===== config.mk =====
export PLATFORM = sky130hd
export DESIGN_NAME = host_reader
export DESIGN_NICKNAME = d
export VERILOG_FILES = /design/src/rtl/cnn_pkg.sv /design/src/rtl/host_reader.sv
export SDC_FILE = /design/constraint.sdc
export NUM_CORES = 1
export LEC_CHECK = 0
export ABC_AREA = 1
export CAP_MARGIN = 25
export CORE_MARGIN = 5
export CORE_UTILIZATION = 45
export CTS_CLUSTER_DIAMETER = 200
export DETAILED_ROUTE_END_ITERATION = 7
export DONT_BUFFER_PORTS = 1
export PLACE_DENSITY = 0.56
export SLEW_MARGIN = 20
export SYNTH_ARGS = -nofsm -noshare
export SYNTH_HDL_FRONTEND = slang
export SYNTH_SLANG_ARGS = --single-unit

===== constraint.sdc =====
create_clock -name clk -period 4.1 [get_ports clk]
set_clock_uncertainty 0.1 [all_clocks]
set_input_delay 0.615 -clock clk [delete_from_list [all_inputs] [get_ports clk]]
set_output_delay 0.615 -clock clk [all_outputs]
set_load 0.005 [all_outputs]

===== src/rtl/cnn_pkg.sv =====
`default_nettype none

package cnn_pkg;

    // pixel and lane geometry
    localparam int PIX_W       = 8;
    localparam int IN_LANES    = 24;    // pixels per input column
    localparam int OUT_LANES   = 12;    // pixels per pooled word
    localparam int SMALL_LANES = 6;     // lanes kept when layer1 is low

    // column count input width
    localparam int COL_W = 16;

    // one unsigned pixel
    typedef logic [PIX_W-1:0] pix_t;

    // one column from the conv engine, lane 0 in the low byte
    typedef pix_t [IN_LANES-1:0] in_col_t;

    // pooled word as stored in the feature-map RAM
    typedef pix_t [OUT_LANES-1:0] pool_word_t;

endpackage

`default_nettype wire


===== src/rtl/host_reader.sv =====
`timescale 1ns/1ps
`default_nettype none

module host_reader import cnn_pkg::*; #(
    parameter int DEPTH  = 64,
    parameter int ADDR_W = $clog2(DEPTH)
) (
    input  logic              clk,
    input  logic              rst_n,
    input  logic              rd_req,
    input  logic [ADDR_W-1:0] rd_addr,
    input  logic              r_gnt,
    output logic              r_req,
    output logic [ADDR_W-1:0] r_addr,
    input  pool_word_t        ram_rdata,
    output logic              rd_valid,
    output pool_word_t        rd_data
);

    logic rd_flag;  // ram_rdata valid this cycle

    always_ff @(posedge clk)
    begin
        if (!rst_n)
        begin
            r_req    <= 1'b0;
            rd_flag  <= 1'b0;
            rd_valid <= 1'b0;
        end
        else
        begin
            if (rd_req)
                r_req <= 1'b1;
            else if (r_gnt)
                r_req <= 1'b0;
            rd_flag  <= r_req & r_gnt;
            rd_valid <= rd_flag;
        end
    end

    always_ff @(posedge clk)
    begin
        if (rd_req)
            r_addr <= rd_addr;
        if (rd_flag)
            rd_data <= ram_rdata;
    end

endmodule

`default_nettype wire


---- Word level (Yosys, flattened, before mapping) ----
Index checks and enable logic that the tools add are counted.
W data, S select, Z words.
cells by class
  reduce and logical (&&, ||, !) cells .... 1
  mux-type cells .......................... 2
  bitwise gates (word level) .............. 1
operators with widths
  kind                number
  $mux W1             2
  $reduce_bool A2 Y1  1
  $and A1 B1 Y1       1
word-level totals
  input bits .............................. 106
  register bits after elaboration ......... 105
  output and inout bits ................... 104
  logic and storage cells ................. 20

---- Longest topological paths before layout ----
  depth after elaboration ................. 2
  gate-level depth with buffers ........... 3
  gate-level depth less buffers ........... 3

---- Worst setup path after synthesis ----
No wires, ideal clock.
  path kind ............................... reg2reg
  start ................................... register rd_flag
  end ..................................... register rd_data[0] in the netlist's numbering, enable pin
  slack ................................... 1149 ps
  cell stages (with the launch flop) ...... 1
  arrival ................................. 2388 ps
  clock period less this slack ............ 2951 ps
  setup time .............................. 463 ps
  buffers on the path ..................... 0
  path through ............................ dfxtp_1
RTL lines
  element                 RTL line           RTL
  start, declared         host_reader.sv:20  logic rd_flag;
  start signal, assigned  host_reader.sv:36  rd_flag <= r_req & r_gnt;
  end signal, assigned    host_reader.sv:46  rd_data <= ram_rdata;
  end, declared           host_reader.sv:17  output pool_word_t rd_data
No word-level cell between the ends.

---- Final worst setup path ----
  start ................................... register rd_flag
  end ..................................... register rd_data[54] in the netlist's numbering, enable pin
No word-level cell between the ends.

==> qor.txt <==
Setup WS pre-CTS -> 2.47 ns
Sw Ratio -> 18.3%
crit-path leading delay family -> flip-flops
WL/cell -> 25.2 um
Yosys top cell area share -> 97.1%
Worst VDD drop -> 0.227 mV
final instance area -> 0.00350 sq mm
multiplexer share of the synthesized area -> 0%
remaining global-route overflow -> 0
setup ws final -> 2.58 ns
Synth Warn # -> 0
final wirelength -> 5.70 mm
internal power -> 1.52 mW
area share of fa/ha/maj cells after synthesis -> 0%
Setup Fix Bufs, Post-CTS -> 0
Inst Count DP -> 209
Setup TNS Final -> 0 ns
Post-Syn Area -> 0.00315 sq mm
post-synthesis register bit count -> 105
post-layout total power -> 1.86 mW
combinational family with the most area after synthesis -> simple AND/OR/NAND/NOR gates
H-tree levels -> 3
clock group share of total power -> 33.2%
register clock-pin slew on the reported worst setup and hold paths -> 0.09 ns
number of global-route vias before repair -> 1177
Mapped Nets -> 219
kind of critical path -> register to register
max frequency -> 658 MHz
non-filler cells, final -> 226
Worst setup EP type -> register
post-synthesis sequential area ratio -> 99.0%
Avg Inst Size Synth -> 27.9 sq um
clock sink count -> 105
power share of the combinational group -> 0.4%
clock tree from TritonCTS -> done
top post-synthesis cells by area -> edfxtp_1, dfxtp_1, nand2_1
power per cell area -> 530 mW/mm^2
post-synthesis cell type count -> 6
Slew Viols, Final -> 0
core area -> 0.00679 sq mm
drt pass-1 iters -> 4
GP Congestion -> 0.637
final core occ -> 51.6%
worst slew pin tran -> 0.629 ns
Sw Pwr -> 0.340 mW
die height -> 93.7 um
hold_ws -> 0.260 ns
dpl cell area -> 0.00328 sq mm
post-detailed-route count of antenna-violating nets -> 0
tightest slew margin relative to the limit -> 58.1%
final net count -> 231
fin crit share -> 37.1%
outcome -> completed
largest net degree at the start of global routing -> 98
Hold Violations, Final -> 0
Static Leak -> 1.09 nW
first-pass GRT wire length -> 7.49 mm
RSZ-0062 raised after global routing -> no
IO Count -> 210
Initial Utilization -> 46.4%
Synth Area in Compound Gates -> 0%
final setup fails -> 0
max-cap viol count -> 0
latest clock arrival within the worst-skew pair -> 0.34 ns
Hold Buf Count CTS -> 0
worst path cell trace -> buf_12
drt drc -> 0
Antenna diodes -> 0
layout cells sized above 1 -> 13.1%
WP data required -> 4.03 ns
GRT Total Usage -> 12.5%
worst-path fanout max -> 52
Die ar. -> 0.00878 sq mm
Yosys top cell by area -> edfxtp_1
antenna violations before repair -> 2
post-synthesis cell count -> 113
initial DRC count -> 30
PortBufs -> 0
area growth from synthesis to layout -> 11.1%
row cnt -> 30
vias -> 1130
CTS Root Cell -> clkbuf_8
Startpoint Class -> register
clk buf depth -> 2
slowest library cell on the worst path -> dfxtp_4
crit path buf inv count -> 1
Hold/Removal Path Class -> input port to register
PostCTS Resize Cnt -> 0
Post-Synth XOR/XNOR Area -> 0%
total CTS buffers -> 9
delay of the slowest critical-path stage -> 0.76 ns
crit path DAT -> 1.45 ns
post-route minimum period -> 1.52 ns
Sequential Power Share -> 66.4%
Die X -> 93.7 um
Vias/cell -> 5.00
Synth Area in Simple Gates -> 0.754%
## kinds of logic after synthesis
kind of cell | Yosys count
DFF | 105
and+or+nand+nor | 6
buffers and inverters | 2
## cells in the final DEF, fill, tap and decap left out, types with 2 or more instances in the layout
cell type,count
clkbuf_8,10
clkinv_4,2
dfxtp_1,2
edfxtp_1,102
inv_1,2
nand2_1,4
## power groups by stage
stage | combinational, mW | sequential, mW | clock (mW)
floorplan | 0.00137 | 1.26 | 0
detailed placement | 0.00158 | 1.26 | 0
finish | 0.00800 | 1.23 | 0.615
global placement | 0.00154 | 1.26 | 0
global route | 0.00918 | 1.24 | 0.694
CTS | 0.00157 | 1.24 | 0.639
## worst paths after layout
kind / start / depth (start not counted) / end / slack [ns]
worst min-delay path: ram_rdata[27] / 0 / rd_data[27]$_DFFE_PP_ / 0.26
worst max-delay path: rd_flag$_SDFF_PN0_ / 1 / rd_data[54]$_DFFE_PP_ / 2.58
worst max register to register: rd_flag$_SDFF_PN0_ / 1 / rd_data[54]$_DFFE_PP_ / 2.58
worst min register to register: r_req$_SDFFE_PN0P_ / 2 / rd_flag$_SDFF_PN0_ / 0.38
## sequential cells by signal, summed over array words and instances (netlist names)
signal and flops:
r_addr 6, r_req 1, rd_data 96, rd_flag 1, rd_valid 1
## area by class of cell
type / instances / area (sq um)
Timing Repair Buffer: 1 / 20.0
Sequential cell: 105 / 3130
Fill cell: 520 / 3290
Multi-Input combinational cell: 6 / 23.8
Inverter: 2 / 7.51
Tap cell: 96 / 120
Clock inverter: 5 / 63.8
Clock buffer: 11 / 141
## Yosys cell counts
| master | count |
|---|---|
| dfxtp_1 | 3 |
| edfxtp_1 | 102 |
| inv_1 | 2 |
| nand2_1 | 4 |
| nand3_1 | 1 |
| nor2_1 | 1 |
## per-layer routing
layer | share of wire (%) | global-route usage (%) | vias to the layer above
met3 | 15 | 9.70 | 10
met5 | 0.70 | 0 | -
li1 | - | - | 470
met1 | 29 | 9.99 | 522
met2 | 54 | 21.1 | 124
met4 | 1.4 | 7.22 | 4
Power figures use the tool's default switching activity.
