[src/rtl/cnn_pkg.sv]
`default_nettype none

package cnn_pkg;

    // pixel and lane geometry
    localparam int PIX_W       = 8;
    localparam int IN_LANES    = 24;    // pixels per input column
    localparam int OUT_LANES   = 12;    // pixels per pooled word
    localparam int SMALL_LANES = 6;     // lanes kept when layer1 is low

    // column count input width
    localparam int COL_W = 16;

    // one unsigned pixel
    typedef logic [PIX_W-1:0] pix_t;

    // one column from the conv engine, lane 0 in the low byte
    typedef pix_t [IN_LANES-1:0] in_col_t;

    // pooled word as stored in the feature-map RAM
    typedef pix_t [OUT_LANES-1:0] pool_word_t;

endpackage

`default_nettype wire

[src/rtl/result_writer.sv]
`timescale 1ns/1ps
`default_nettype none

module result_writer import cnn_pkg::*; #(
    parameter int DEPTH  = 64,
    parameter int ADDR_W = $clog2(DEPTH)
) (
    input  logic              clk,
    input  logic              rst_n,
    input  logic              res_valid,
    input  pool_word_t        res_data,
    input  logic              w_gnt,
    output logic              w_req,
    output logic [ADDR_W-1:0] w_addr,
    output pool_word_t        w_data,
    output logic [ADDR_W-1:0] wr_addr
);

    // pending slot, one entry
    always_ff @(posedge clk)
    begin
        if (!rst_n)
            w_req <= 1'b0;
        else if (res_valid)
            w_req <= 1'b1;
        else if (w_gnt)
            w_req <= 1'b0;
    end

    always_ff @(posedge clk)
    begin
        if (res_valid)
            w_data <= res_data;
    end

    // next write address, wraps at DEPTH
    always_ff @(posedge clk)
    begin
        if (!rst_n)
            wr_addr <= '0;
        else if (w_req && w_gnt)
            wr_addr <= (wr_addr == ADDR_W'(DEPTH - 1)) ? '0 : wr_addr + 1'b1;
    end

    assign w_addr = wr_addr;

    slot_free_a: assert property (@(posedge clk) disable iff (!rst_n)
        res_valid |-> !(w_req && !w_gnt));

endmodule

`default_nettype wire

[config.mk]
export PLATFORM = sky130hd
export DESIGN_NAME = result_writer
export DESIGN_NICKNAME = d
export VERILOG_FILES = /design/src/rtl/cnn_pkg.sv /design/src/rtl/result_writer.sv
export SDC_FILE = /design/constraint.sdc
export NUM_CORES = 1
export LEC_CHECK = 0
export ABC_AREA = 1
export BUFFER_PORTS_ARGS = -buffer_cell sky130_fd_sc_hd__buf_4
export CORE_MARGIN = 2
export CORE_UTILIZATION = 30
export DETAILED_ROUTE_END_ITERATION = 10
export REMOVE_ABC_BUFFERS = 1
export SYNTH_ARGS = -nofsm -noshare
export SYNTH_HDL_FRONTEND = slang
export SYNTH_SLANG_ARGS = --single-unit
export TNS_END_PERCENT = 20
[constraint.sdc]
create_clock -name clk -period 1.2 [get_ports clk]
set_input_delay 0.06 -clock clk [delete_from_list [all_inputs] [get_ports clk]]
set_output_delay 0.06 -clock clk [all_outputs]
set_load 0.01 [all_outputs]
Word level (Yosys, flattened, before mapping)

Index checks and enable logic that the tools add are counted.

Register bits after elaboration: 103
Word-level logic and storage cells: 21

Add/sub/neg operators: 1
Equality and inequality tests: 1
Muxes and demuxes: 3
Reductions and logical operators: 2

Operators with widths:

| kind                                                           | number |
|---|---|
| 6-bit by 1-bit adder with 6-bit output (second input constant) | 1 |
| 6-bit == test (second input constant)                          | 1 |
| 6-bit two-way mux                                              | 1 |
| 1-bit two-way mux                                              | 2 |
| 2-bit nonzero test                                             | 1 |
| 1-bit logical AND                                              | 1 |

Depth between registers and ports, before layout

Depth in word-level cells: 2
Depth in mapped cells: 8

Worst setup path after synthesis

Ideal clock, no wire load.

Path kind: reg2reg
Start: reg wr_addr[1], in the netlist w_addr[1]
End: reg wr_addr[5], in the netlist w_addr[5]
Data arrival time: 968 ps
Required time: 1,086 ps
Setup slack: 118 ps
Stages on the path, launching flop included: 9
Buffers on the path: 0
Cell sequence: dfxtp_1 ha_1 nand2_1 inv_1 nand2_1 nand2_1 nand2_1 nand2_1 nor2_2

Word-level cells in the longest chain between the ends: 2
Elaborated cells between the ends (all ways): 3
Classes of those cells: add/sub: 1; eq/ne: 1; mux: 1

RTL lines:

| element                                                                        | RTL line            | RTL |
|---|---|---|
| from (decl)                                                                    | result_writer.sv:16 | `output logic [ADDR_W-1:0] wr_addr` |
| from (signal assigned)                                                         | result_writer.sv:42 | `wr_addr <= (wr_addr == ADDR_W'(DEPTH - 1)) ? '0 : wr_addr + 1'b1;` |
| 6-bit by 1-bit adder with 6-bit output / 6-bit == test (equally long branches) | result_writer.sv:42 |  |
| 6-bit two-way mux (*)                                                          | result_writer.sv:42 |  |

Every way passes the cells marked *; elsewhere a longest branch is shown, timed or not.
A chain may end at the register's enable or synchronous reset.

Worst setup path in the final report

Ends and elaborated chain as after synthesis.

==> results.toml <==
[setup_path]
path_class = "reg -> reg"
arrival_ns = 1.31
path_cells = "ha_2 -> nand2_1 -> inv_1 -> nand2_1 -> nand2_1 -> nand2_1 -> nand2_1 -> nor2_2"
reg2reg_slack_ns = 0.14
cp_slowest_stage_delay_ns = 0.38
cp-start-kind = "register"
crit_top_cell = "nand2_1"
cp_slowest_cell = "dfxtp_4"
path_max_fanout = 5
required_ns = 1.45
endpoint_kind = "register"

[place]
routabilityCongestion = 0.730
port_buffers = 208
hpwl_um = 5900
dpl_cell_area_um2 = 5030

[logic_synthesis]
syn_avg_cell_area_um2 = 21.5
yosysSeqAreaShare = 0.924
synth_xor_area_frac = 0
synthAdderAreaFrac = 0.00382
ys_ff_latch = 103
synth_warnings = 0
netlist_area_um2 = 3270
ys_types = 17
synthMuxAreaShare = 0
yosys.area_share.simple = 0.0382
synth_top_family_by_area = "simple AND/OR/NAND/NOR gates"
synth-compound-area-share = 0.0115
syn_inst = 152

[cts]
cts_inserted_buffers = 9
cts_root_buf = "clkbuf_8"
post_cts_buffers = 0
clk_pin_slew_ns = 0.09
clock-sinks = 103
htree_num_levels = 3
cts_tree = "yes"
clock_latency_ns = 0.35
clock_path_buffers = 2

[power_and_ir_drop]
power_mw = 8.19
ir_drop_uv = 742
power_density_nw_per_um2 = 1300
power_frac_clock = 0.330
p_leak_nw = 2.67
comb_power_share = 0.145
p_int_mw = 6.55
seq_power_share = 0.525
swShare = 0.201
p_sw_mw = 1.64

[final_layout]
nets = 568
fillers = 836
area_growth_pct = 91.9
fin_area_um2 = 6280
insertedDiodeCount = 0
drive_gt1_frac = 0.497

[global_route]
overflow = 0
grt_pass1_vias = 2495
grt_start_max_net_pins = 29
antenna_found_initial = 0
grt_usage = 0.143
grt_pass1_wl_um = 12500

[run]
drv_cap = 0

[sta]
slew_headroom = 0.814
rsz0062_at_grt = "false"
hold_viol_final = 0
finalSetupViolations = 0
fmax_mhz = 942
slew_viol_final = 0
tightestPinTransition_ns = 0.279
period_share = 0.884
skew_ns = 0.00220
fin_setup_tns_ns = 0
finalCriticalPeriod_ns = 1.06

[floorplanning]
die_h_um = 108
core-area_um2 = 10700
dieArea_um2 = 11800
die_x_um = 108
floorplan.rows = 38
pin_count = 209
initial_utilization = 0.305

[route]
drt_iter0_drc = 85
drc = 0
ant_nets = 0
wl_met1_um = 3150
dr.pass1.iters = 4
vias_per_cell = 4.12
avgRoutedWirePerCell_um = 14.5
drt_wl_total_um = 8870
vias = 2516
top_layer = "met4"
wl_met2_um = 4810
wl_met3_um = 718

[status]
outcome = "completed"

[hold_path]
hold_path_class = "in -> reg"
==> state kept, by name, indices dropped and copies added, names as in the netlist <==
name,cells
w_req,1
w_addr,6
w_data,96
==> cell usage after synthesis (all sizes together) <==
cell type	instances	area [um^2]
edfxtp	96	2880
nand2	14	55.1
nor2	10	47.6
inv	8	30.0
dfxtp	7	140
buf	6	45.0
a21oi	3	15.0
o21ai	3	15.0
ha	1	12.5
nand3	1	10.0
nand3b	1	7.51
nor3	1	5.00
o21a	1	7.51
==> power by group through the flow <==
| stage | registers (mW) | logic, mW | clock network [mW] |
|---|---|---|---|
| 6_report | 4.30 | 1.19 | 2.70 |
| 5_1_grt | 4.33 | 1.26 | 2.91 |
| 4_1_cts | 4.30 | 1.19 | 2.80 |
| 3_5_place_dp | 4.38 | 0.927 | 0 |
| 3_3_place_gp | 4.37 | 0.922 | 0 |
| 2_1_floorplan | 4.53 | 0.0208 | 0 |
==> cell type report <==
class | instances | area [um^2] | share of cell area
Clock buffer | 9 | 124 | 0.0197
Clock inverter | 6 | 133 | 0.0211
Inverter | 8 | 30.0 | 0.00478
Multi-Input combinational cell | 35 | 178 | 0.0283
Sequential cell | 103 | 3030 | 0.483
Tap cell | 140 | 175 | 0.0279
Timing Repair Buffer | 310 | 2610 | 0.416
==> critical path: cells and delay by family (launching register included) <==
family / cells / cell delay [ns]
adder cells (fa/ha/maj): 1 / 0.17
flip-flops: 1 / 0.38
AND/OR/NAND/NOR: 6 / 0.35
buffers and inverters: 1 / 0.06
==> logic make-up after synthesis <==
family | Yosys count
buffers and inverters | 14
AOI/OAI and AO/OA | 7
DFF | 103
adders and majority gates | 1
and+or+nand+nor | 27
==> path summary, 6_finish.rpt <==
check | cells past startpoint | end | start
max | 8 | w_addr[5] | w_addr[1]
max reg2reg | 8 | w_addr[5] | w_addr[1]
min | 1 | w_data[57] | res_valid
min reg2reg | 2 | w_addr[2] | w_addr[2]
==> routing by layer <==
layer,vias up,track usage
met5,-,0
met4,0,0.0632
met3,19,0.0476
met2,130,0.267
met1,1181,0.144
li1,1186,-
==> layout by cell type (no fill, tap or decap), types with 2 or more instances in the layout <==
cell type and count:
dfxtp_4 2, buf_12 3, dlygate4sd3_1 98, bufinv_16 4, a21oi_1 3, dfxtp_1 5, inv_1 7, clkbuf_8 9
edfxtp_1 96, nand2_1 13, o21ai_0 3, buf_4 209, nor2_1 8
==> through the flow <==
step | worst slack, ns | hold slack, ns | util | cells
6_report | 0.139 | 0.106 | 0.584 | 611
3_5_place_dp | 0.102 | 0.239 | 0.468 | 498
5_1_grt | 0.00808 | 0.0889 | 0.584 | 611
4_1_cts | 0.0766 | 0.0804 | 0.583 | 611
2_1_floorplan | 0.0450 | 0.159 | - | 146
3_3_place_gp | 0.124 | 0.238 | 0.468 | 498
==> timing repair <==
action                                  in CTS  in global routing
gates resized for setup                      0                  5
hold buffers                                98                  0
hold endpoints to repair                   102                  0
endpoints found under the setup margin       0                  4
Note: power is estimated with default switching activity, not from simulation.
