**config.mk**
```make
export PLATFORM = sky130hd
export DESIGN_NAME = pool_unit
export DESIGN_NICKNAME = d
export VERILOG_FILES = /design/src/rtl/cnn_pkg.sv /design/src/rtl/pool_unit.sv
export SDC_FILE = /design/constraint.sdc
export NUM_CORES = 1
export LEC_CHECK = 0
export ABC_AREA = 0
export ABC_CLOCK_PERIOD_IN_PS = 3300
export BUFFER_PORTS_ARGS = -buffer_cell sky130_fd_sc_hd__buf_2
export CAP_MARGIN = 0
export CORE_MARGIN = 2
export CORE_UTILIZATION = 30
export CTS_BUF_LIST = sky130_fd_sc_hd__clkbuf_16
export DETAILED_ROUTE_END_ITERATION = 10
export GPL_ROUTABILITY_DRIVEN = 0
export SYNTH_ARGS = -nofsm -noshare
export SYNTH_HDL_FRONTEND = slang
export SYNTH_SLANG_ARGS = --single-unit
```
**constraint.sdc**
```tcl
create_clock -name clk -period 3.3 [get_ports clk]
set_input_delay 0.66 -clock clk [delete_from_list [all_inputs] [get_ports clk]]
set_output_delay 0.66 -clock clk [all_outputs]
set_load 0.01 [all_outputs]
```
**src/rtl/cnn_pkg.sv**
```systemverilog
`default_nettype none

package cnn_pkg;

    // pixel and lane geometry
    localparam int PIX_W       = 8;
    localparam int IN_LANES    = 24;    // pixels per input column
    localparam int OUT_LANES   = 12;    // pixels per pooled word
    localparam int SMALL_LANES = 6;     // lanes kept when layer1 is low

    // column count input width
    localparam int COL_W = 16;

    // one unsigned pixel
    typedef logic [PIX_W-1:0] pix_t;

    // one column from the conv engine, lane 0 in the low byte
    typedef pix_t [IN_LANES-1:0] in_col_t;

    // pooled word as stored in the feature-map RAM
    typedef pix_t [OUT_LANES-1:0] pool_word_t;

endpackage

`default_nettype wire

```
**src/rtl/pool_unit.sv**
```systemverilog
`timescale 1ns/1ps
`default_nettype none

module pool_unit import cnn_pkg::*; (
    input  logic             clk,
    input  logic             rst_n,
    input  logic             pool_en,
    input  logic             layer1,
    input  logic             valid_in,
    input  logic [COL_W-1:0] col,
    input  in_col_t          data_in,
    output logic             res_valid,
    output pool_word_t       res_data,
    output logic             pool_end
);

    function automatic pix_t max_pix(input pix_t a, input pix_t b);
        return (a < b) ? b : a;
    endfunction

    logic             valid_ff1;
    logic             valid_ff2;
    in_col_t          data_ff1;
    in_col_t          data_ff2;
    logic             start;        // rising edge of valid_in
    logic             nopool_end;   // frame end in bypass mode

    logic             frame_act;
    logic [COL_W-1:0] col_cnt;
    logic             v_odd;        // vmax holds an odd column
    logic             v_last;       // vmax holds the last column

    pool_word_t       vmax;
    pool_word_t       cur;
    pool_word_t       prev;
    logic             pair_rdy;
    logic             last_s4;

    pool_word_t       res_word;
    logic             res_valid_p;
    logic             last_s5;
    logic             pool_end_p;

    // input registers and edge detect
    always_ff @(posedge clk)
    begin
        if (!rst_n)
        begin
            valid_ff1  <= 1'b0;
            valid_ff2  <= 1'b0;
            start      <= 1'b0;
            nopool_end <= 1'b0;
        end
        else
        begin
            valid_ff1  <= valid_in;
            valid_ff2  <= valid_ff1;
            start      <= valid_in & ~valid_ff1;
            nopool_end <= ~valid_in & valid_ff1;
        end
    end

    always_ff @(posedge clk)
    begin
        data_ff1 <= data_in;
        data_ff2 <= data_ff1;
    end

    // column counter, aligned with data_ff2
    always_ff @(posedge clk)
    begin
        if (!rst_n)
        begin
            frame_act <= 1'b0;
            col_cnt   <= '0;
            v_odd     <= 1'b0;
            v_last    <= 1'b0;
        end
        else
        begin
            v_odd  <= 1'b0;
            v_last <= 1'b0;
            if (start)
            begin
                frame_act <= 1'b1;
                col_cnt   <= '0;
            end
            else if (frame_act && valid_ff2)
            begin
                v_odd <= col_cnt[0];
                if (col_cnt == col - 1'b1)
                begin
                    // last column of the frame
                    col_cnt   <= '0;
                    frame_act <= 1'b0;
                    v_last    <= 1'b1;
                end
                else
                begin
                    col_cnt <= col_cnt + 1'b1;
                end
            end
        end
    end

    // vertical pairs, column hold, horizontal max
    always_ff @(posedge clk)
    begin
        for (int m = 0; m < OUT_LANES; m++)
        begin
            vmax[m] <= max_pix(data_ff2[2*m], data_ff2[2*m+1]);
        end
        cur  <= vmax;
        prev <= cur;    // even column of the pair
        for (int m = 0; m < OUT_LANES; m++)
        begin
            if (layer1 || m < SMALL_LANES)
                res_word[m] <= max_pix(cur[m], prev[m]);
            else
                res_word[m] <= '0;
        end
    end

    always_ff @(posedge clk)
    begin
        if (!rst_n)
        begin
            pair_rdy    <= 1'b0;
            last_s4     <= 1'b0;
            res_valid_p <= 1'b0;
            last_s5     <= 1'b0;
            pool_end_p  <= 1'b0;
        end
        else
        begin
            pair_rdy    <= v_odd;
            last_s4     <= v_last;
            res_valid_p <= pair_rdy;
            last_s5     <= last_s4;
            pool_end_p  <= last_s5;   // one cycle after the last result
        end
    end

    // bypass passes the low lanes straight through
    assign res_valid = pool_en ? res_valid_p : valid_in;
    assign res_data  = pool_en ? res_word : data_in[OUT_LANES-1:0];
    assign pool_end  = pool_en ? pool_end_p : nopool_end;

    col_even_a: assert property (@(posedge clk) disable iff (!rst_n)
        valid_in |-> (col[0] == 1'b0 && col >= 2));

    res_spacing_a: assert property (@(posedge clk) disable iff (!rst_n)
        (pool_en && res_valid_p) |=> !res_valid_p);

endmodule

`default_nettype wire

```
## Word level (Yosys, flattened, before mapping)

Cells that the tools add are included.

| storage, ports and cells | value |
|---|---|
| flip-flop bits (word level) | 796 |
| input bits | 213 |
| output and inout port bits | 98 |
| word-level logic and storage cells | 180 |

| operators by class | value |
|---|---|
| add/sub/neg operators | 2 |
| $lt $le $gt $ge | 24 |
| equal/unequal tests | 1 |
| multiplexer cells | 32 |
| bitwise operators | 6 |
| reduce and logical (&&, ||, !) cells | 6 |

Operators by type and width:

| operator | number |
|---|---|
| $lt 8x8->1 | 24 |
| $mux 8 | 24 |
| $mux 96 | 1 |
| $add 16x1->16 const B | 1 |
| $eq 16x16->1 | 1 |
| $mux 16 | 1 |
| $sub 16x1->16 const B | 1 |
| $mux 1 | 6 |
| $not 1->1 | 4 |
| $reduce_bool 2->1 | 2 |
| $reduce_or 3->1 | 1 |
| $and 1x1->1 | 2 |
| $reduce_and 2->1 | 1 |
| $reduce_or 2->1 | 1 |
| $logic_and 1x1->1 | 1 |

## Logic depth before layout (Yosys ltp)

| logic depth | value |
|---|---|
| depth in word-level cells | 5 |
| depth in mapped cells | 10 |
| gate-level depth less buffers | 9 |

## Least setup slack after synthesis

Ideal clock, no wire load.

| timing path | value |
|---|---|
| path type | input port to flip-flop |
| start | in col[1] |
| end | reg col_cnt[10] |
| library setup time | 115 ps |
| arrival | 2,850 ps |
| data required time | 3,185 ps |
| path slack | 336 ps |
| stages on the path | 9 |
| buffers on the path | 2 |
| cell sequence | or4_1 > buf_2 > or4_4 > o211a_1 > a211oi_2 > o2111ai_2 > o21ai_2 > buf_6 > nor2_1 |

| on the way | value |
|---|---|
| word-level cells in the longest chain between the ends | 3 |

Ends and longest elaborated chain:

| element | RTL line | RTL |
|---|---|---|
| from (decl) | pool_unit.sv:10 | `input logic [COL_W-1:0] col,` |
| $sub 16x1->16 | pool_unit.sv:91 | `if (col_cnt == col - 1'b1)` |
| $eq 16x16->1 | pool_unit.sv:91 |  |
| $mux 16 | pool_unit.sv:91 |  |
| to (signal assigned) | pool_unit.sv:100 | `col_cnt <= col_cnt + 1'b1;` |
| to (decl) | pool_unit.sv:29 | `logic [COL_W-1:0] col_cnt;` |

Every way passes these cells.
A chain may end at the register's enable or synchronous reset.

## Worst setup path after layout

| timing path | value |
|---|---|
| start | in col[1] |
| end | reg col_cnt[6] |

Same word-level chain as after synthesis.

==> impl_metrics.json <==
{
  "via_per_inst": 4.30,
  "fp.dieW_um": 291,
  "synth_edf_count": 0,
  "ys_async_sr_fraction": 0,
  "synth_nets": 2316,
  "min_delay_path_depth": 1,
  "antenna_found_initial": 4,
  "htreeDepth": 3,
  "yosys_warnings": 0,
  "post_cts_buffers": 0,
  "max-clock-path-buffers": 3,
  "ioPinCount": 311,
  "worst-path-buf-inv": 2,
  "synthMuxAreaShare": 0.110,
  "ir_drop_mv": 0.417,
  "nets": 2695,
  "drtPass1Iterations": 4,
  "slowest_delay_ns": 0.55,
  "synth_seq_area_share": 0.645,
  "slew_headroom": 0.389,
  "path_depth": 9,
  "status": "completed",
  "port_buffers": 310,
  "leakage_nw": 13.8,
  "cap_viol_max_count": 0,
  "worst_slew_pin_slew_ns": 0.916,
  "ys_types": 51,
  "crit_path_top_delay_cell": "or4_1",
  "max_freq_mhz": 395,
  "dieArea_sq_um": 84600,
  "synth_compound_area_frac": 0.0739,
  "diodes": 0,
  "area.growth.synth_to_final_pct": 22.7,
  "grt_pass1_wl_um": 79400,
  "critPathArrivalTime_ns": 3.02,
  "clk_pin_slew_worst_paths_ns": 0.06,
  "routed_wl_um": 49800,
  "setup_viol": 0,
  "mostFrequentLayoutCells": "dfxtp_1, buf_2, mux2_2",
  "synth_top_family_by_area": "multiplexers",
  "start_kind": "primary input",
  "coreArea_sq_um": 81800,
  "drive_gt1_frac": 0.290,
  "timing.hold.ws_ns": 0.117,
  "drc": 0,
  "timing.setup.tns_ns": 0,
  "crit_type": "primary input to register",
  "post-route-period-util": 0.767,
  "dr_total_vias": 14800,
  "start_util": 0.302,
  "hold_class": "primary input to register",
  "clock_skew_ns": 0.0278,
  "synth_flop_cell": "dfxtp_1",
  "netlist_instances": 1933,
  "core.rowCount": 105,
  "grt_max_degree": 61,
  "hold_viol": 0,
  "ctsResizeCount": 0,
  "hpwl_um": 36900,
  "clockRootBuffer": "clkbuf_16",
  "grt_usage": 0.116,
  "required_ns": 3.78,
  "synth_xor_area_frac": 0.0106,
  "clock_sinks": 796,
  "final_common_cell": "dfxtp_1",
  "cts_buffers": 83,
  "period_needed_ns": 2.53,
  "synth-simple-area-share": 0.0439,
  "critical-path-top-delay-family": "simple AND/OR/NAND/NOR gates",
  "r2r_cells": 8,
  "critPathCaptureType": "register",
  "synth_area_per_cell_sq_um": 12.8,
  "cp_cell_sequence": "buf_2 -> or4_1 -> or4_4 -> o211a_1 -> a211oi_2 -> o2111ai_2 -> o21ai_2 -> buf_4 -> nor2_1",
  "wl_per_cell_um": 14.5,
  "cellPowerDensity_nw_per_um2": 742,
  "ys_ff_latch": 796,
  "drtAntennaViolNets": 0,
  "synth.cell_area_sq_um": 24700,
  "drt-initial-drc-count": 488,
  "fp.dieH_um": 291,
  "slew_violations": 0,
  "path_max_fanout": 12,
  "clkLatencyLatePin_ns": 0.62,
  "rsz0062_at_grt": "false",
  "cts_tree": "built",
  "cts_hold_repair.buffers": 0,
  "synthAdderAreaFrac": 0.0861,
  "gr-total-overflow": 0,
  "grt_pass1_vias": 15400
}
Yosys cell counts (all sizes together), types with 3 or more instances:
master  number  area (sq um)
nor2b        6          37.5
dfxtp      796         15900
nand2b      25           156
mux2       242          2730
inv        174           653
clkbuf      16          60.1
nor3        16          80.1
a21o        54           405
a31oi        3          18.8
a211o       19           166
a211oi       8          65.1
and3         6          37.5
xnor2       15           131
and2        10          62.6
nand4        4          25.0
nor4         3          18.8
buf          4          25.0
nor2        22          82.6
ha         170          2130
or3          3          18.8
nand2       35           131
nand3       56           280
o21a        25           188
or2          9          56.3
xor2        15           131
o21ai       81           409
a21oi       93           465
per-stage QoR:
stage                     power (mW)  std cells   util  worst slack, ns  area (sq um)
final                           22.5       3447  0.370            0.768         30300
after global routing            23.6       3447  0.370            0.714         30300
after CTS                       22.9       3447  0.370            0.823         30300
after detailed placement        13.5       3297  0.337            0.173         27500
after global placement          13.5       3297  0.337            0.236         27500
after floorplan                 12.6       1933      -            0.336         24700
layout make-up:
cell class              count  area [sq um]
repair buffers            314          1600
flip-flops and latches    796         15900
clock inverters            67           686
inverters                 174           653
well taps                1070          1340
fillers                  7860         51500
clock buffers              83          2080
multi-input cells         943          8020
where the power goes:
part	switching (mW)	total, mW	internal, mW
clock network	3.88	9.16	5.28
logic	1.16	2.32	1.16
registers	0.457	11.0	10.5
state kept, by name (all words and copies together), names as in the netlist, 16 cells and up:
register / cells
col_cnt: 16
prev: 96
data_ff1: 192
res_word: 96
cur: 96
data_ff2: 192
vmax: 96
per-layer routing:
layer / track usage / part of all wire
met5: 0 / 0
met4: 0.0499 / 0.033
met3: 0.0284 / 0.051
met2: 0.193 / 0.46
met1: 0.144 / 0.45
logic make-up (layout without fill, tap and decap cells):
kind of cell             Yosys count  count (layout)
adder cells (fa/ha/maj)          170             170
XOR/XNOR                          30              30
AND/OR/NAND/NOR                  206             206
flip-flops                       796             796
AO/OA/AOI/OAI                    295             295
buffers and inverters            194             638
multiplexers                     242             242
path summary, 6_finish.rpt:
check	startpoint	endpoint	slack, ns
worst max-delay path	col[1]	col_cnt[6]	0.77
worst min-delay path	data_in[147]	data_ff1[147]	0.12
worst max register to register	col_cnt[14]	col_cnt[6]	0.81
worst min register to register	data_ff1[54]	data_ff2[54]	0.30
No activity file was read; power rests on OpenSTA's default activity.
